`src/hw/adaptive_bin_pkg.sv`:
```
package adaptive_bin_pkg;

  localparam int COLS = 11;  // Image width in pixels
  localparam int ROWS = 11;
  localparam int WIN_SIZE = 3;  // Square window edge
  localparam int WIN_COLS_MAX = COLS - WIN_SIZE + 1;
  localparam int HIST_LEN = 4;  // Window sums per region
  localparam int POS_DEPTH = 8;

  typedef logic [7:0] pixel_t;
  typedef logic [3:0] coord_t;
  typedef logic [8:0] pair_sum_t;
  typedef logic [9:0] quad_sum_t;
  typedef logic [10:0] oct_sum_t;
  typedef logic [11:0] win_sum_t;  // Nine pixels
  typedef logic [13:0] region_sum_t;  // Up to HIST_LEN window sums
  typedef logic [2:0] nterms_t;

  // Row-major, p4 is the centre
  typedef struct packed {
    pixel_t p0;
    pixel_t p1;
    pixel_t p2;
    pixel_t p3;
    pixel_t p4;
    pixel_t p5;
    pixel_t p6;
    pixel_t p7;
    pixel_t p8;
  } window_t;

  typedef struct packed {
    logic    valid;
    logic    first;  // Leftmost window of its row
    window_t win;
  } win_item_t;

  typedef struct packed {
    logic        valid;
    region_sum_t region;
    nterms_t     nterms;
    pixel_t      centre;
  } sum_item_t;

  typedef struct packed {
    coord_t col;
    coord_t row;
  } pos_t;

endpackage

```
`src/hw/adaptive_bin_top.sv`:
```
module adaptive_bin_top (
  input  logic                     clk,
  input  logic                     rst_n,
  input  logic                     i_frame_start,
  input  logic                     i_pix_valid,
  input  adaptive_bin_pkg::pixel_t i_pix,
  output logic                     o_res_valid,
  output logic                     o_res_bin,
  output adaptive_bin_pkg::coord_t o_res_col,
  output adaptive_bin_pkg::coord_t o_res_row
);

  adaptive_bin_pkg::win_item_t win_item;
  adaptive_bin_pkg::sum_item_t sum_item;
  adaptive_bin_pkg::coord_t    win_col;
  adaptive_bin_pkg::coord_t    win_row;

  window_fetch u_fetch (
    .clk           (clk),
    .rst_n         (rst_n),
    .i_frame_start (i_frame_start),
    .i_pix_valid   (i_pix_valid),
    .i_pix         (i_pix),
    .o_item        (win_item),
    .o_col         (win_col),
    .o_row         (win_row)
  );

  box_sum u_sum (
    .clk    (clk),
    .rst_n  (rst_n),
    .i_item (win_item),
    .o_item (sum_item)
  );

  threshold_out u_thresh (
    .clk         (clk),
    .rst_n       (rst_n),
    .i_item      (sum_item),
    .i_pos_wr    (win_item.valid),  // Position written as the window leaves decode
    .i_col       (win_col),
    .i_row       (win_row),
    .o_res_valid (o_res_valid),
    .o_res_bin   (o_res_bin),
    .o_res_col   (o_res_col),
    .o_res_row   (o_res_row)
  );

endmodule

```
`src/hw/box_sum.sv`:
```
module box_sum (
  input  logic                        clk,
  input  logic                        rst_n,
  input  adaptive_bin_pkg::win_item_t i_item,
  output adaptive_bin_pkg::sum_item_t o_item
);

  adaptive_bin_pkg::pair_sum_t   pair_q [4];
  adaptive_bin_pkg::quad_sum_t   quad_q [2];
  adaptive_bin_pkg::oct_sum_t    oct_q;
  adaptive_bin_pkg::win_sum_t    win_sum_q;
  adaptive_bin_pkg::pixel_t      p8_q [3];  // Ninth pixel waits for the tree
  adaptive_bin_pkg::pixel_t      centre_q [5];
  adaptive_bin_pkg::win_sum_t    hist_q [adaptive_bin_pkg::HIST_LEN];
  adaptive_bin_pkg::region_sum_t region_q;
  adaptive_bin_pkg::region_sum_t drop_sum;
  adaptive_bin_pkg::nterms_t     nterms_q;
  logic [3:0] valid_q;
  logic [3:0] first_q;
  logic       out_valid;

  // Four registered levels, p8 joins at the last
  always_ff @(posedge clk) begin
    pair_q[0] <= adaptive_bin_pkg::pair_sum_t'(i_item.win.p0) +
                 adaptive_bin_pkg::pair_sum_t'(i_item.win.p1);
    pair_q[1] <= adaptive_bin_pkg::pair_sum_t'(i_item.win.p2) +
                 adaptive_bin_pkg::pair_sum_t'(i_item.win.p3);
    pair_q[2] <= adaptive_bin_pkg::pair_sum_t'(i_item.win.p4) +
                 adaptive_bin_pkg::pair_sum_t'(i_item.win.p5);
    pair_q[3] <= adaptive_bin_pkg::pair_sum_t'(i_item.win.p6) +
                 adaptive_bin_pkg::pair_sum_t'(i_item.win.p7);
    quad_q[0] <= adaptive_bin_pkg::quad_sum_t'(pair_q[0]) +
                 adaptive_bin_pkg::quad_sum_t'(pair_q[1]);
    quad_q[1] <= adaptive_bin_pkg::quad_sum_t'(pair_q[2]) +
                 adaptive_bin_pkg::quad_sum_t'(pair_q[3]);
    oct_q     <= adaptive_bin_pkg::oct_sum_t'(quad_q[0]) +
                 adaptive_bin_pkg::oct_sum_t'(quad_q[1]);
    win_sum_q <= adaptive_bin_pkg::win_sum_t'(oct_q) +
                 adaptive_bin_pkg::win_sum_t'(p8_q[2]);
    p8_q[0] <= i_item.win.p8;
    p8_q[1] <= p8_q[0];
    p8_q[2] <= p8_q[1];
    centre_q[0] <= i_item.win.p4;
    for (int i = 0; i < 4; i++) begin
      centre_q[i+1] <= centre_q[i];
    end
    first_q <= {first_q[2:0], i_item.first};
  end

  always_ff @(posedge clk) begin
    if (!rst_n) begin
      valid_q   <= '0;
      out_valid <= 1'b0;
    end else begin
      valid_q   <= {valid_q[2:0], i_item.valid};
      out_valid <= valid_q[3];
    end
  end

  // Oldest sum leaves once the region holds HIST_LEN terms
  assign drop_sum = (nterms_q == adaptive_bin_pkg::HIST_LEN) ?
                    adaptive_bin_pkg::region_sum_t'(hist_q[adaptive_bin_pkg::HIST_LEN-1]) :
                    '0;

  always_ff @(posedge clk) begin
    if (valid_q[3]) begin
      hist_q[0] <= win_sum_q;
      for (int i = 0; i < adaptive_bin_pkg::HIST_LEN - 1; i++) begin
        hist_q[i+1] <= hist_q[i];
      end
      if (first_q[3]) begin
        region_q <= adaptive_bin_pkg::region_sum_t'(win_sum_q);  // New row
      end else begin
        region_q <= region_q + adaptive_bin_pkg::region_sum_t'(win_sum_q) - drop_sum;
      end
    end
  end

  always_ff @(posedge clk) begin
    if (!rst_n) begin
      nterms_q <= '0;
    end else if (valid_q[3]) begin
      if (first_q[3]) begin
        nterms_q <= adaptive_bin_pkg::nterms_t'(1);
      end else if (nterms_q != adaptive_bin_pkg::HIST_LEN) begin
        nterms_q <= nterms_q + 1'b1;
      end
    end
  end

  assign o_item.valid  = out_valid;
  assign o_item.region = region_q;
  assign o_item.nterms = nterms_q;
  assign o_item.centre = centre_q[4];

  a_nterms_range: assert property (@(posedge clk) disable iff (!rst_n)
    o_item.valid |-> (o_item.nterms inside {[1:adaptive_bin_pkg::HIST_LEN]}))
    else $error("box_sum term count out of range: %0d", o_item.nterms);

endmodule

```
`src/hw/threshold_out.sv`:
```
module threshold_out (
  input  logic                        clk,
  input  logic                        rst_n,
  input  adaptive_bin_pkg::sum_item_t i_item,
  input  logic                        i_pos_wr,
  input  adaptive_bin_pkg::coord_t    i_col,
  input  adaptive_bin_pkg::coord_t    i_row,
  output logic                        o_res_valid,
  output logic                        o_res_bin,
  output adaptive_bin_pkg::coord_t    o_res_col,
  output adaptive_bin_pkg::coord_t    o_res_row
);

  adaptive_bin_pkg::pos_t pos_mem [adaptive_bin_pkg::POS_DEPTH];
  logic [$clog2(adaptive_bin_pkg::POS_DEPTH)-1:0] wr_ptr;
  logic [$clog2(adaptive_bin_pkg::POS_DEPTH)-1:0] rd_ptr;
  logic [$clog2(adaptive_bin_pkg::POS_DEPTH):0]   pos_count;
  adaptive_bin_pkg::region_sum_t scaled;

  // Centre times window area times terms, against the region sum
  assign scaled = adaptive_bin_pkg::region_sum_t'(i_item.centre) *
                  adaptive_bin_pkg::region_sum_t'(adaptive_bin_pkg::WIN_SIZE *
                                                  adaptive_bin_pkg::WIN_SIZE) *
                  adaptive_bin_pkg::region_sum_t'(i_item.nterms);

  always_ff @(posedge clk) begin
    if (i_pos_wr) begin
      pos_mem[wr_ptr] <= '{col: i_col, row: i_row};
    end
  end

  always_ff @(posedge clk) begin
    if (!rst_n) begin
      wr_ptr      <= '0;
      rd_ptr      <= '0;
      pos_count   <= '0;
      o_res_valid <= 1'b0;
    end else begin
      if (i_pos_wr) wr_ptr <= wr_ptr + 1'b1;
      if (i_item.valid) rd_ptr <= rd_ptr + 1'b1;
      case ({i_pos_wr, i_item.valid})
        2'b10:   pos_count <= pos_count + 1'b1;
        2'b01:   pos_count <= pos_count - 1'b1;
        default: pos_count <= pos_count;
      endcase
      o_res_valid <= i_item.valid;
    end
  end

  always_ff @(posedge clk) begin
    if (i_item.valid) begin
      o_res_bin <= (scaled > i_item.region);  // Brighter than local mean
      o_res_col <= pos_mem[rd_ptr].col;
      o_res_row <= pos_mem[rd_ptr].row;
    end
  end

  a_pos_no_underflow: assert property (@(posedge clk) disable iff (!rst_n)
    i_item.valid |-> (pos_count != 0))
    else $error("threshold_out position FIFO underflow");

endmodule

```
`src/hw/window_fetch.sv`:
```
module window_fetch (
  input  logic                        clk,
  input  logic                        rst_n,
  input  logic                        i_frame_start,
  input  logic                        i_pix_valid,
  input  adaptive_bin_pkg::pixel_t    i_pix,
  output adaptive_bin_pkg::win_item_t o_item,
  output adaptive_bin_pkg::coord_t    o_col,
  output adaptive_bin_pkg::coord_t    o_row
);

  adaptive_bin_pkg::coord_t col;
  adaptive_bin_pkg::coord_t row;
  adaptive_bin_pkg::pixel_t line0 [adaptive_bin_pkg::COLS];  // Row above
  adaptive_bin_pkg::pixel_t line1 [adaptive_bin_pkg::COLS];  // Two rows above
  adaptive_bin_pkg::pixel_t top_sr [adaptive_bin_pkg::WIN_SIZE];
  adaptive_bin_pkg::pixel_t mid_sr [adaptive_bin_pkg::WIN_SIZE];
  adaptive_bin_pkg::pixel_t bot_sr [adaptive_bin_pkg::WIN_SIZE];
  logic item_valid;
  logic item_first;
  logic col_last;
  logic win_full;

  assign col_last = (col == adaptive_bin_pkg::COLS - 1);
  assign win_full = (col >= adaptive_bin_pkg::WIN_SIZE - 1) &&
                    (row >= adaptive_bin_pkg::WIN_SIZE - 1);

  always_ff @(posedge clk) begin
    if (!rst_n) begin
      col <= '0;
      row <= '0;
    end else if (i_frame_start) begin
      col <= '0;
      row <= '0;
    end else if (i_pix_valid) begin
      if (col_last) begin
        col <= '0;
        row <= (row == adaptive_bin_pkg::ROWS - 1) ? '0 : row + 1'b1;
      end else begin
        col <= col + 1'b1;
      end
    end
  end

  // Line buffers and the window columns shift together
  always_ff @(posedge clk) begin
    if (i_pix_valid) begin
      line1[col] <= line0[col];
      line0[col] <= i_pix;
      for (int i = 0; i < adaptive_bin_pkg::WIN_SIZE - 1; i++) begin
        top_sr[i] <= top_sr[i+1];
        mid_sr[i] <= mid_sr[i+1];
        bot_sr[i] <= bot_sr[i+1];
      end
      top_sr[adaptive_bin_pkg::WIN_SIZE-1] <= line1[col];
      mid_sr[adaptive_bin_pkg::WIN_SIZE-1] <= line0[col];
      bot_sr[adaptive_bin_pkg::WIN_SIZE-1] <= i_pix;  // Live pixel
    end
  end

  always_ff @(posedge clk) begin
    if (!rst_n) begin
      item_valid <= 1'b0;
    end else begin
      item_valid <= i_pix_valid && win_full;
    end
  end

  always_ff @(posedge clk) begin
    if (i_pix_valid) begin
      item_first <= (col == adaptive_bin_pkg::COLS - adaptive_bin_pkg::WIN_COLS_MAX);
      o_col      <= col - adaptive_bin_pkg::coord_t'(adaptive_bin_pkg::WIN_SIZE - 1);
      o_row      <= row - adaptive_bin_pkg::coord_t'(adaptive_bin_pkg::WIN_SIZE - 1);
    end
  end

  assign o_item.valid = item_valid;
  assign o_item.first = item_first;
  assign o_item.win = {top_sr[0], top_sr[1], top_sr[2],
                       mid_sr[0], mid_sr[1], mid_sr[2],
                       bot_sr[0], bot_sr[1], bot_sr[2]};

  a_col_in_range: assert property (@(posedge clk) disable iff (!rst_n)
    col < adaptive_bin_pkg::COLS)
    else $error("window_fetch column count out of range: %0d", col);

endmodule

```
`config.mk`:
```
export PLATFORM = sky130hd
export DESIGN_NAME = adaptive_bin_top
export DESIGN_NICKNAME = d
export VERILOG_FILES = /design/src/hw/adaptive_bin_pkg.sv /design/src/hw/adaptive_bin_top.sv /design/src/hw/box_sum.sv /design/src/hw/threshold_out.sv /design/src/hw/window_fetch.sv
export SDC_FILE = /design/constraint.sdc
export NUM_CORES = 1
export LEC_CHECK = 0
export BUFFER_PORTS_ARGS = -buffer_cell sky130_fd_sc_hd__buf_4
export CAP_MARGIN = 15
export CELL_PAD_IN_SITES_DETAIL_PLACEMENT = 1
export CELL_PAD_IN_SITES_GLOBAL_PLACEMENT = 1
export CORE_AREA = 2 2 160 279
export DETAILED_ROUTE_END_ITERATION = 7
export DIE_AREA = 0 0 162 281
export GPL_ROUTABILITY_DRIVEN = 0
export PLACE_DENSITY_LB_ADDON = 0.1
export SETUP_SLACK_MARGIN = 0.1
export SYNTH_ARGS = -nofsm -noshare
export SYNTH_HDL_FRONTEND = slang
export SYNTH_SLANG_ARGS = --single-unit
```
`constraint.sdc`:
```
create_clock -name clk -period 5.4 [get_ports clk]
set_input_delay 1.08 -clock clk [delete_from_list [all_inputs] [get_ports clk]]
set_output_delay 1.08 -clock clk [all_outputs]
set_load 0.03 [all_outputs]
```
== Word-level counts from Yosys, hierarchy flattened ==
Memories as Yosys holds them, arrays and structs flattened. A register that Yosys moved wholly into a read port is not among the register bits.
Cells that the tools add are included.

* $lt $le $gt $ge: 3
* Muxes and demuxes: 16
* Eq/ne operators: 5
* Multipliers: 2
* Bitwise operators: 1
* Reductions and logical operators: 6
* $add $sub $neg: 17

{| class="wikitable"
|+ Operator list
! kind !! number
|-
| $add 8x8->9 || 4
|-
| $mux 12 || 2
|-
| $mux 4 || 6
|-
| $add 9x9->10 || 2
|-
| $add 14x12->14 || 1
|-
| $gt 14x14->1 || 1
|-
| $mul 12x3->14 || 1
|-
| $sub 14x12->14 || 1
|-
| $add 11x8->12 || 1
|-
| $mul 8x4->12 const B || 1
|-
| $add 10x10->11 || 1
|-
| $add 3x1->3 const B || 3
|-
| $add 4x1->4 const B || 2
|-
| $eq 4x4->1 const B || 2
|-
| $ge 4x2->1 const B || 2
|-
| $sub 4x2->4 const B || 2
|-
| $mux 1 || 6
|-
| $mux 3 || 2
|-
| $eq 4x2->1 const B || 1
|-
| $reduce_and 2->1 || 2
|-
| $eq 3x3->1 const B || 1
|-
| $ne 3x3->1 const B || 1
|-
| $logic_and 1x1->1 || 2
|-
| $reduce_bool 2->1 || 1
|-
| 2 further kinds || 2
|}

* RAM bits: 480
* Word-level logic and storage cells: 79
* Register bits after elaboration: 75
* Output and inout bits: 10
* Input bits: 12
* Memories: 11

{| class="wikitable"
|+ Memory list
! memory !! words !! bits a word !! rd ports !! clocked after memory_dff !! write ports !! RTL line !! text
|-
| u_fetch.line0 || 11 || 8 || 1 || 1 || 1 || window_fetch.sv:14 || <nowiki>adaptive_bin_pkg::pixel_t line0 [adaptive_bin_pkg::COLS];</nowiki>
|-
| u_fetch.line1 || 11 || 8 || 1 || 1 || 1 || window_fetch.sv:15 || <nowiki>adaptive_bin_pkg::pixel_t line1 [adaptive_bin_pkg::COLS];</nowiki>
|-
| u_thresh.pos_mem || 8 || 8 || 1 || 1 || 1 || threshold_out.sv:14 || <nowiki>adaptive_bin_pkg::pos_t pos_mem [adaptive_bin_pkg::POS_DEPTH];</nowiki>
|-
| u_sum.hist_q || 4 || 12 || 4 || 0 || 4 || box_sum.sv:14 || <nowiki>adaptive_bin_pkg::win_sum_t hist_q [adaptive_bin_pkg::HIST_LEN];</nowiki>
|-
| u_sum.centre_q || 5 || 8 || 5 || 0 || 5 || box_sum.sv:13 || <nowiki>adaptive_bin_pkg::pixel_t centre_q [5];</nowiki>
|-
| u_sum.pair_q || 4 || 9 || 4 || 0 || 4 || box_sum.sv:8 || <nowiki>adaptive_bin_pkg::pair_sum_t pair_q [4];</nowiki>
|-
| +5 memories || -- || -- || -- || -- || -- || -- ||
|}

== Logic depth before layout (Yosys ltp) ==
Gate-level depths: netlist (run 1).

* Depth after elaboration: 4
* Mapped depth: 22
* Depth with buffers taken out: 22

== Modules after synthesis ==
A second synthesis (run 1) with hierarchy kept.

* Cell total of the unflattened synthesis: 1,653
* Area, all modules: 23,501.3 um2

{| class="wikitable"
|+ Modules (own cells, without submodules)
! module !! cells each !! times used !! area each (um2) !! seq. area each (um2)
|-
| window_fetch || 544 || 1 || 10,008.3 || 7,977.7
|-
| box_sum || 746 || 1 || 8,831.0 || 4,964.8
|-
| threshold_out || 363 || 1 || 4,662.0 || 2,332.2
|}

== Least setup slack after synthesis (run 1) ==
No wires, ideal clock.

* Path kind: reg2reg
* From: mem u_sum.centre_q[0][33] in the netlist's numbering
* To: reg u_thresh.o_res_bin, data pin
* Cell stages (with the launch flop): 22
* Arrival: 4,543 ps
* Clock period less this slack: 4,804 ps
* Setup slack: 596 ps
* Library setup time: 261 ps
* Required time: 5,139 ps
* Buffers on the path: 0
* Cells stage by stage: dfxtp_1 > ha_1 > ha_1 > fa_1 > a21o_1 > a21oi_1 > nor2b_1 > o21ai_0 > xnor2_1 > nand2_1 > fa_1 > inv_1 > ha_1 > inv_1 > o21bai_1 > a31oi_2 > o21ai_1 > xnor3_1 > ha_1 > and3_1 > nand4_1 > o32a_1

{| class="wikitable"
|+ RTL lines
! element !! RTL line !! text
|-
| start, declared || box_sum.sv:13 ||
|-
| end signal, assigned || threshold_out.sv:52 || <nowiki>o_res_bin <= (scaled > i_item.region);</nowiki>
|-
| end, declared || threshold_out.sv:9 || <nowiki>output logic o_res_bin,</nowiki>
|}

==> metrics.txt, run 1 <==
final setup margin 0.367 ns; RR Endpoint u_thresh.o_res_bin$_DFFE_PP_; Vias/cell 5.46; most frequent cells in the layout edfxtp_1, dfxtp_1, ha_1, inv_1, nand2_1; DR WL/cell 21.1 um; Pwr Total 10.8 mW; Die W 162 um; Comb pwr share 18.5%; clk sink count 567; port bufs 21; Crit. End Element flop; hold_sp u_sum.centre_q[0][30]$_DFF_P_; worst hold stages 0; placed insts 2080; final period demand of the worst path 5.03 ns; CP peak stage delay 0.50 ns; post-route ant nets 0; grt met2 use 42.1%; Worst Reg2Reg Path Length in Cells 21; Yosys reg bits 567; count of final max-slew check failures 0; dpl cell area 24000 um2; Reg clk slew, reported paths 0.07 ns; reg-to-reg critical path startpoint u_sum.centre_q[0][36]$_DFF_P_; CP Depth 21; switching share of total power 26.6%; share of the synthesized area in the top cell type 51.0%; 1st-pass router iterations 4; # DRC 0; Final Hold Vio Count 0; clk_lat worst skew 0.58 ns; fin area 25700 um2; worst slew pin tran 1.02 ns; setup TNS 0 ns; Slowest-stage cell, CP fa_1; via count 11890; final core occ 59.5%; CORE AREA 43200 um2; post-route insts no fill 2178; Ys Warns 0; WP buf/inv 2; gr usage total 20.9%; syn avg cell area 15.3 um2; status complete, no violations; clock power share 33.4%; Root Buffer clkbuf_16; initial core utilization 53.4%; Layout area overhead 11.5%; met1 usage 21.2%; final setup violation count 0; dpl hpwl 31500 um; CP Max Fanout 3; Hold Path Class flop to flop; Reg2Reg Setup Slack 0.37 ns; sw power 2.88 mW; Max Cap Violations 0; final wirelength 46000 um; Power Density 421 nW/um2; chip height 281 um; GRT busiest layer met2; Synth Instances 1505; WHS Endpoint u_sum.centre_q[0][38]$_DFF_P_; worst path cell trace ha_1 > ha_1 > fa_1 > a21o_1 > a21oi_2 > nor2b_1 > o21ai_1 > xnor2_1 > nand2_1 > fa_1 > inv_1 > ha_1 > inv_1 > o21bai_1 > a31oi_2 > o21ai_2 > xnor3_1 > ha_1 > and3_1 > nand4_1 > o32a_1; Worst Setup Path Type flop to flop; CTS Buffer Depth 3; total grt overflow 0; Int Power 7.96 mW; met3 GRT Util 2.27%; syn nets 1676; ranking of synthesized cells by area edfxtp_1, dfxtp_1, ha_1; startpoint types flop; Worst path most repeated cell ha_1; relative slew slack 31.7%; antenna violations before repair 0; vias in the first global route 13344; RSZ-0062 raised after global routing no; peak supply drop 0.412 mV; main flop type after synthesis edfxtp_1; number of flops mapped to enable cells by yosys 392; Distinct cells, synth 64; drt initial violations 574; Pleak 9.62 nW; Max Clock Freq 199 MHz; H-tree Lvls 2; largest net degree at the start of global routing 68; CP Data Required Time 5.74 ns; I/O pin cnt 22; commonest non-fill, non-tap cell in the layout edfxtp_1; # rows 101; first-pass GRT wire length 72000 um; Nets 1740; CTS Buf Count 51; register area share after synthesis 66.2%; Antenna diodes 0; FFs w/ async S/R, synth 0%; CP arrival 5.37 ns; post-place setup slack 0.197 ns; final worst path period share 93.2%; CTS tree built; Die ar. 45500 um2; leading area contributor after synthesis edfxtp_1; layout cells sized above 1 14.9%; hold_ws 0.320 ns; skew final 0.0275 ns; Flop pwr share 48.1%; critical path's top delay family adder cells; Mapped Area 23100 um2
[per-layer routing]
metal | wire length [um] | share of wire, %
met3 | 1020 | 2.2
met2 | 26600 | 58
met5 | 0 | 0
met1 | 16300 | 35
met4 | 2020 | 4.4
[logic make-up (layout without fill, tap and decap cells)]
family,after synthesis,count (layout),synth area share [%]
AO/OA/AOI/OAI,187,187,5.21
multiplexers,96,96,7.78
flip-flops,567,567,66.2
buffers and inverters,159,266,2.71
XOR/XNOR,82,82,3.17
adder cells (fa/ha/maj),159,159,9.66
AND/OR/NAND/NOR,255,255,5.27
[worst reg2reg max path: stages, from the launching register on]
cell	delay, ns
dfxtp_1	0.33
ha_1	0.28
ha_1	0.23
fa_1	0.41
a21o_1	0.21
a21oi_2	0.19
nor2b_1	0.07
o21ai_1	0.15
xnor2_1	0.16
nand2_1	0.10
fa_1	0.50
inv_1	0.04
ha_1	0.33
inv_1	0.11
o21bai_1	0.09
a31oi_2	0.20
o21ai_2	0.08
xnor3_1	0.35
ha_1	0.30
and3_1	0.19
nand4_1	0.13
o32a_1	0.34
[worst max-delay path by stage]
stage / startpoint / end
2_1_floorplan: u_sum.centre_q[0][33]$_DFF_P_ / u_thresh.o_res_bin$_DFFE_PP_
3_3_place_gp: u_sum.centre_q[0][33]$_DFF_P_ / u_thresh.o_res_bin$_DFFE_PP_
3_5_place_dp: u_sum.centre_q[0][33]$_DFF_P_ / u_thresh.o_res_bin$_DFFE_PP_
4_1_cts: u_sum.centre_q[0][33]$_DFF_P_ / u_thresh.o_res_bin$_DFFE_PP_
5_1_grt: u_sum.centre_q[0][36]$_DFF_P_ / u_thresh.o_res_bin$_DFFE_PP_
6_report: u_sum.centre_q[0][36]$_DFF_P_ / u_thresh.o_res_bin$_DFFE_PP_
[power by group through the flow]
stage	Sequential [mW]	Combinational, mW	Clock (mW)
floorplan	5.20	1.57	0
global placement	5.31	1.94	0
detailed placement	5.32	2.02	0
CTS	5.23	2.04	3.71
global route	5.24	2.28	3.85
finish	5.21	2.01	3.62
[cell type report]
type | instances | area, um2
Clock inverter | 35 | 309
Fill cell | 4025 | 17500
Timing Repair Buffer | 45 | 358
Sequential cell | 567 | 15300
Multi-Input combinational cell | 779 | 7230
Clock buffer | 61 | 1380
Inverter | 125 | 469
Tap cell | 566 | 708
[flip-flops by register name, summed over array words and instances (netlist names), 11 cells and up, named ones only]
signal	count
u_sum.centre_q	40
u_fetch.bot_sr	24
u_sum.win_sum_q	12
u_sum.hist_q	48
u_sum.oct_q	11
u_fetch.mid_sr	24
u_sum.p8_q	24
u_fetch.line0	88
u_sum.quad_q	20
u_fetch.top_sr	24
u_sum.pair_q	36
u_fetch.line1	88
u_thresh.pos_mem	64
u_sum.region_q	14
[synth_stat cells (all sizes together) (4+ instances only)]
cell type,number
edfxtp,392
o21ai,56
a21oi,51
fa,32
nor2,60
nor2b,22
xnor2,64
o41ai,5
and3,14
mux4,64
buf,15
and2,14
nor3,20
nand2,85
o21a,12
nand2b,19
a211oi,8
mux2,26
a21o,20
nand3,6
ha,127
o21bai,6
clkbuf,19
xor2,17
o211ai,4
dfxtp,175
inv,125
mux2i,6
[what timing repair did]
| item | in CTS | in global routing |
|---|---|---|
| setup buffers | 0 | 1 |
| setup endpoints to repair | 0 | 1 |
| hold buffers | 0 | 0 |
| resized for setup | 0 | 6 |
No activity file was read; power rests on OpenSTA's default activity.
==> run 2, diff against run 1 <==
--- a/config.mk
+++ b/config.mk
@@ -5,13 +5,14 @@
 export SDC_FILE = /design/constraint.sdc
 export NUM_CORES = 1
 export LEC_CHECK = 0
+export ABC_AREA = 1
 export BUFFER_PORTS_ARGS = -buffer_cell sky130_fd_sc_hd__buf_4
 export CAP_MARGIN = 15
 export CELL_PAD_IN_SITES_DETAIL_PLACEMENT = 1
 export CELL_PAD_IN_SITES_GLOBAL_PLACEMENT = 1
-export CORE_AREA = 2 2 160 279
+export CORE_AREA = 2 2 167 292
 export DETAILED_ROUTE_END_ITERATION = 7
-export DIE_AREA = 0 0 162 281
+export DIE_AREA = 0 0 169 294
 export GPL_ROUTABILITY_DRIVEN = 0
 export PLACE_DENSITY_LB_ADDON = 0.1
 export SETUP_SLACK_MARGIN = 0.1
==> run 2 against run 1 <==
Effect of this change:
- design area increased by 3.3%
- maximum frequency grew 7.8%
- register-to-register slack improved by 0.36 ns
- largest power group unchanged
- highest routed layer unchanged
==> metrics.txt, run 2 <==
status complete, no violations (unchanged); commonest non-fill, non-tap cell in the layout edfxtp_1 (unchanged); CP arrival 4.98 ns (was 5.37 ns); count of final max-slew check failures 0 (unchanged); fin area 26600 um2 (was 25700 um2); via count 15224 (was 11890); Top Registers u_fetch.line0: 88 flops, u_fetch.line1: 88 flops, u_thresh.pos_mem: 64 flops (unchanged); Mapped Area 23900 um2 (was 23100 um2); initial core utilization 50.4% (was 53.4%); Worst Setup Path Type flop to flop (unchanged); relative slew slack 34.9% (was 31.7%); setup TNS 0 ns (unchanged); Max Cap Violations 0 (unchanged); Worst Reg2Reg Path Length in Cells 22 (was 21); I/O pin cnt 22 (unchanged); clk_lat worst skew 0.58 ns (about the same); CORE AREA 47500 um2 (was 43200 um2); reg-to-reg critical path startpoint u_sum.centre_q[0][38]$_DFF_P_ (was u_sum.centre_q[0][36]$_DFF_P_); Max Clock Freq 214 MHz (was 199 MHz); # DRC 0 (unchanged); layout cells sized above 1 6.08% (was 14.9%); hold_ws 0.322 ns (was 0.320 ns); RR Endpoint u_thresh.o_res_bin$_DFFE_PP_ (unchanged); placed insts 2684 (was 2080); final wirelength 55400 um (was 46000 um); clk sink count 567 (unchanged); Reg clk slew, reported paths 0.06 ns (was 0.07 ns); Die ar. 49700 um2 (was 45500 um2); post-place setup slack 0.778 ns (was 0.197 ns); syn nets 2274 (was 1676); Distinct cells, synth 41 (was 64); Synth Instances 2103 (was 1505); port bufs 21 (unchanged); leading area contributor after synthesis edfxtp_1 (unchanged); Setup Fix Bufs, Post-CTS 0 (unchanged); WHS Endpoint u_sum.centre_q[0][29]$_DFF_P_ (was u_sum.centre_q[0][38]$_DFF_P_); share of the synthesized area in the top cell type 49.2% (was 51.0%); largest net degree at the start of global routing 81 (was 68); ranking of synthesized cells by area edfxtp_1, dfxtp_1, ha_1 (unchanged); final core occ 56.0% (was 59.5%); CTS Buffer Depth 3 (unchanged); dpl cell area 24700 um2 (was 24000 um2); worst slew pin tran 0.973 ns (was 1.02 ns); total grt overflow 0 (unchanged); post-route ant nets 0 (unchanged); worst hold stages 0 (unchanged); critical path's top delay family adder cells (unchanged); skew final 0.0211 ns (was 0.0275 ns); FFs w/ async S/R, synth 0% (unchanged); 1st-pass router iterations 5 (was 4); Vias/cell 5.47 (was 5.46); gr usage total 22.8% (was 20.9%); Slowest-stage cell, CP fa_1 (unchanged); most frequent cell after synthesis edfxtp_1 (unchanged); RSZ-0062 raised after global routing no (unchanged); CP Max Fanout 6 (was 3); WP buf/inv 4 (was 2); Root Buffer clkbuf_16 (unchanged); post_cts resized 0 (unchanged); Layout area overhead 11.0% (was 11.5%); final setup violation count 0 (unchanged); syn avg cell area 11.4 um2 (was 15.3 um2); sequential cell area 15300 um2 (about the same); drt initial violations 552 (was 574); dpl hpwl 38200 um (was 31500 um); Final Hold Vio Count 0 (unchanged); Yosys reg bits 567 (unchanged); CP Data Required Time 5.71 ns (was 5.74 ns); Hold Path Class flop to flop (unchanged); worst path cell trace ha_1 > ha_1 > nand3_1 > nand3_1 > inv_1 > o21bai_1 > xor2_1 > nand2_1 > fa_1 > inv_1 > ha_1 > inv_1 > o21ai_0 > a21oi_1 > nand3_1 > inv_1 > nand2_1 > nand2_1 > ha_1 > nand4_1 > nor4_1 > a21oi_1 (was ha_1 > ha_1 > fa_1 > a21o_1 > a21oi_2 > nor2b_1 > o21ai_1 > xnor2_1 > nand2_1 > fa_1 > inv_1 > ha_1 > inv_1 > o21bai_1 > a31oi_2 > o21ai_2 > xnor3_1 > ha_1 > and3_1 > nand4_1 > o32a_1); final worst path period share 86.5% (was 93.2%); antenna violations before repair 1 (was 0); most frequent cells in the layout edfxtp_1, nand2_1, inv_1, nor2_1, dfxtp_1 (was edfxtp_1, dfxtp_1, ha_1, inv_1, nand2_1); Ys Warns 0 (unchanged); Die W 169 um (was 162 um); fill count 4949 (was 4025); CP peak stage delay 0.52 ns (was 0.50 ns); vias in the first global route 16857 (was 13344); startpoint types flop (unchanged); hold buffers post-CTS 0 (unchanged); Nets 2315 (was 1740); Pleak 10.9 nW (was 9.62 nW); final period demand of the worst path 4.67 ns (was 5.03 ns); Pwr Total 11.3 mW (was 10.8 mW); Power Density 427 nW/um2 (was 421 nW/um2); first-pass GRT wire length 88100 um (was 72000 um); chip height 294 um (was 281 um); number of flops mapped to enable cells by yosys 392 (unchanged); hold_sp u_sum.centre_q[0][21]$_DFF_P_ (was u_sum.centre_q[0][30]$_DFF_P_); post-route insts no fill 2781 (was 2178); Crit. End Element flop (unchanged); # rows 106 (was 101); H-tree Lvls 2 (unchanged); main flop type after synthesis edfxtp_1 (unchanged); Reg2Reg Setup Slack 0.73 ns (was 0.37 ns); register area share after synthesis 63.8% (was 66.2%); final setup margin 0.731 ns (was 0.367 ns); area of the multi-input gates 7470 um2 (was 7230 um2); DR WL/cell 19.9 um (was 21.1 um); CTS tree built (unchanged); peak supply drop 0.341 mV (was 0.412 mV); most frequent cells after synthesis edfxtp_1, nand2_1, inv_1 (was edfxtp_1, dfxtp_1, ha_1); CTS Buf Count 51 (unchanged)
run 2: how the worst max path moves through the flow:
stage	start	end	slack (ns)	cells after the start
finish	u_sum.centre_q[0][38]$_DFF_P_	u_thresh.o_res_bin$_DFFE_PP_	0.73	22
global route	u_sum.centre_q[0][38]$_DFF_P_	u_thresh.o_res_bin$_DFFE_PP_	0.27	22
CTS	u_sum.centre_q[0][38]$_DFF_P_	u_thresh.o_res_bin$_DFFE_PP_	0.73	22
detailed placement	u_sum.centre_q[0][38]$_DFF_P_	u_thresh.o_res_bin$_DFFE_PP_	0.78	22
global placement	u_sum.centre_q[0][38]$_DFF_P_	u_thresh.o_res_bin$_DFFE_PP_	0.87	22
floorplan	u_sum.centre_q[0][33]$_DFF_P_	u_thresh.o_res_bin$_DFFE_PP_	1.34	22
run 2: cell families after synthesis:
logic type               after synthesis  share of synthesized area, %
AND/OR/NAND/NOR                      704                          12.0
flip-flops                           567                          63.8
buffers and inverters                309                          5.05
AO/OA/AOI/OAI                        299                          7.45
adder cells (fa/ha/maj)              159                          9.31
XOR/XNOR                              65                          2.38
run 2: cell type report:
| class | instances | share of cell area, % |
|---|---|---|
| antenna | 1 | 0.00941 |
| clock buffer | 74 | 5.63 |
| clock inverter | 21 | 1.22 |
| inverter | 256 | 3.61 |
| multi-input combinational | 1227 | 28.1 |
| sequential | 567 | 57.5 |
| tap | 594 | 2.80 |
| timing repair buffer | 41 | 1.19 |
run 2: power breakdown:
group	internal, mW	total [mW]	switching [mW]	leakage (nW)
sequential	5.03	5.21	0.180	5.03
clock	2.31	3.89	1.58	0.882
combinational	0.821	2.25	1.43	4.96
run 2: layer usage:
metal	vias up	global-route usage [%]	part of all wire [%]	wire length, um
li1	7253	-	-	-
met1	7624	23.5	36	20000
met2	223	46.0	58	31900
met3	124	2.14	2.2	1210
met4	0	9.57	4.1	2250
met5	-	0	0	0
run 2: worst register-to-register path, cell delays in order (launching register included):
cell and delay (ns):
dfxtp_1 0.45, ha_1 0.29, ha_1 0.38, nand3_1 0.09, nand3_1 0.14, inv_1 0.06
o21bai_1 0.14, xor2_1 0.25, nand2_1 0.11, fa_1 0.52, inv_1 0.05, ha_1 0.35
inv_1 0.09, o21ai_0 0.25, a21oi_1 0.11, nand3_1 0.12, inv_1 0.05, nand2_1 0.05
nand2_1 0.05, ha_1 0.31, nand4_1 0.17, nor4_1 0.31, a21oi_1 0.07
==> run 3, diff against run 2 <==
--- a/config.mk
+++ b/config.mk
@@ -14,6 +14,7 @@
 export DETAILED_ROUTE_END_ITERATION = 7
 export DIE_AREA = 0 0 169 294
 export GPL_ROUTABILITY_DRIVEN = 0
+export GPL_TIMING_DRIVEN = 0
 export PLACE_DENSITY_LB_ADDON = 0.1
 export SETUP_SLACK_MARGIN = 0.1
 export SYNTH_ARGS = -nofsm -noshare
==> run 3 against run 2 <==
Effect of this change:
- die area is the same
- critical endpoint unchanged
- worst setup slack lost 0.13 ns
- wire length increased by 4.5%
- non-clock buffer count grew 44
- total power decreased by 0.96%
- cell count grew 1.4%
- via count up 0.64%
- maximum frequency fell by 2.8%
==> metrics.txt, run 3 (synthesis results as in run 2) <==
worst slew pin tran 0.904 ns (was 0.973 ns); top sig layer met4 (unchanged); final setup violation count 0 (unchanged); Antenna diodes 0 (was 1); CTS tree built (unchanged); CORE AREA 47500 um2 (unchanged); total grt overflow 0 (unchanged); H-tree Lvls 2 (unchanged); I/O pin cnt 22 (unchanged); largest net degree at the start of global routing 89 (was 81); Root Buffer clkbuf_16 (unchanged); Crit. End Element flop (unchanged); met3 routed WL 1620 um (was 1210 um); count of final max-slew check failures 0 (unchanged); final wirelength 57900 um (was 55400 um); final setup margin 0.596 ns (was 0.731 ns); Pleak 11.0 nW (was 10.9 nW); RSZ-0062 raised after global routing no (unchanged); CP Max Fanout 6 (unchanged); most frequent cells in the layout edfxtp_1, nand2_1, inv_1, nor2_1, dfxtp_1 (unchanged); Max Clock Freq 208 MHz (was 214 MHz); antenna violations before repair 0 (was 1); port bufs 21 (unchanged); skew final 0.0165 ns (was 0.0211 ns); gr usage total 23.8% (was 22.8%); commonest non-fill, non-tap cell in the layout edfxtp_1 (unchanged); clk sink count 567 (unchanged); Worst Setup Path Type flop to flop (unchanged); setup TNS 0 ns (unchanged); Die W 169 um (unchanged); clk_lat worst skew 0.58 ns (about the same); initial core utilization 50.4% (unchanged); startpoint types flop (unchanged); Power Density 419 nW/um2 (was 427 nW/um2); layout cells sized above 1 7.27% (was 6.08%); CTS Buf Count 50 (was 51); final worst path period share 89.0% (was 86.5%); post-place setup slack 0.592 ns (was 0.778 ns); hold buffers post-CTS 0 (unchanged); M1 WL 20200 um (was 20000 um); Nets 2358 (was 2315); Final Hold Vio Count 0 (unchanged); Setup Fix Bufs, Post-CTS 0 (unchanged); Worst Reg2Reg Path Length in Cells 23 (was 22); Die ar. 49700 um2 (unchanged); CP arrival 5.18 ns (was 4.98 ns); worst hold stages 0 (unchanged); post-route ant nets 0 (unchanged); 1st-pass router iterations 5 (unchanged); peak supply drop 0.328 mV (was 0.341 mV); # DRC 0 (unchanged); Vias/cell 5.43 (was 5.47); dpl hpwl 42500 um (was 38200 um); drt initial violations 794 (was 552); Max Cap Violations 0 (unchanged); chip height 294 um (unchanged); CTS Buffer Depth 3 (unchanged); Hold Path Class flop to flop (unchanged); Top Registers u_fetch.line0: 88 flops, u_fetch.line1: 88 flops, u_thresh.pos_mem: 64 flops (unchanged); Reg clk slew, reported paths 0.07 ns (was 0.06 ns); DR WL/cell 20.5 um (was 19.9 um); # rows 106 (unchanged); relative slew slack 39.7% (was 34.9%); post_cts resized 0 (unchanged); Layout area overhead 11.9% (was 11.0%); met2 routed WL 32600 um (was 31900 um); final period demand of the worst path 4.80 ns (was 4.67 ns); status complete, no violations (unchanged); first-pass GRT wire length 90900 um (was 88100 um); vias in the first global route 16953 (was 16857); CP Data Required Time 5.78 ns (was 5.71 ns); via count 15322 (was 15224)
-- run 3: stage by stage --
stage / util, % / hold slack [ns] / total power, mW / cell area, um2 / cells
6_report: 56.4 / 0.325 / 11.2 / 26800 / 2821
5_1_grt: 56.4 / 0.329 / 11.8 / 26800 / 2821
4_1_cts: 56.4 / 0.320 / 11.3 / 26800 / 2820
3_5_place_dp: 52.8 / 0.313 / 7.59 / 25100 / 2728
3_3_place_gp: 52.3 / 0.312 / 7.48 / 24900 / 2718
2_1_floorplan: - / 0.310 / 6.89 / 23900 / 2103
-- run 3: critical path, cell delays in order (launching register included) --
cell	delay, ns
dfxtp_1	0.45
ha_1	0.28
ha_1	0.38
nand3_1	0.10
nand3_1	0.15
inv_1	0.06
o21bai_1	0.15
xor2_1	0.25
nand2_1	0.11
fa_1	0.52
inv_1	0.04
ha_1	0.37
inv_1	0.08
o21ai_0	0.26
a21oi_1	0.12
nand3_1	0.11
inv_1	0.04
nand2_1	0.05
nand2_1	0.06
ha_1	0.32
nand4_1	0.15
nor3_1	0.17
nand2_1	0.07
a21oi_1	0.30
-- run 3: worst paths after layout --
path	start	endpoint	slack, ns
worst max register to register	u_sum.centre_q[0][38]$_DFF_P_	u_thresh.o_res_bin$_DFFE_PP_	0.60
worst min-delay path	u_sum.p8_q[0][3]$_DFF_P_	u_sum.p8_q[0][11]$_DFF_P_	0.33
worst min register to register	u_sum.p8_q[0][3]$_DFF_P_	u_sum.p8_q[0][11]$_DFF_P_	0.33
worst max-delay path	u_sum.centre_q[0][38]$_DFF_P_	u_thresh.o_res_bin$_DFFE_PP_	0.60
-- run 3: layout make-up --
type,count,area (um2)
Timing Repair Buffer,32,360
Sequential cell,567,15300
Tap cell,594,743
Inverter,256,961
Multi-Input combinational cell,1227,7490
Fill cell,4969,20700
Clock buffer,70,1450
Buffer,53,248
Clock inverter,22,263
-- run 3: report_power, final --
part | leakage [nW] | switching (mW) | internal, mW
logic | 5.11 | 1.47 | 0.831
clock network | 0.840 | 1.58 | 2.16
registers | 5.03 | 0.173 | 5.02
total | 11.0 | 3.22 | 8.02
-- run 3: per-layer routing --
metal	up-vias	GRT usage, %
met5	-	0
met4	0	13.7
met3	162	2.34
met2	312	47.2
met1	7508	23.5
li1	7340	-
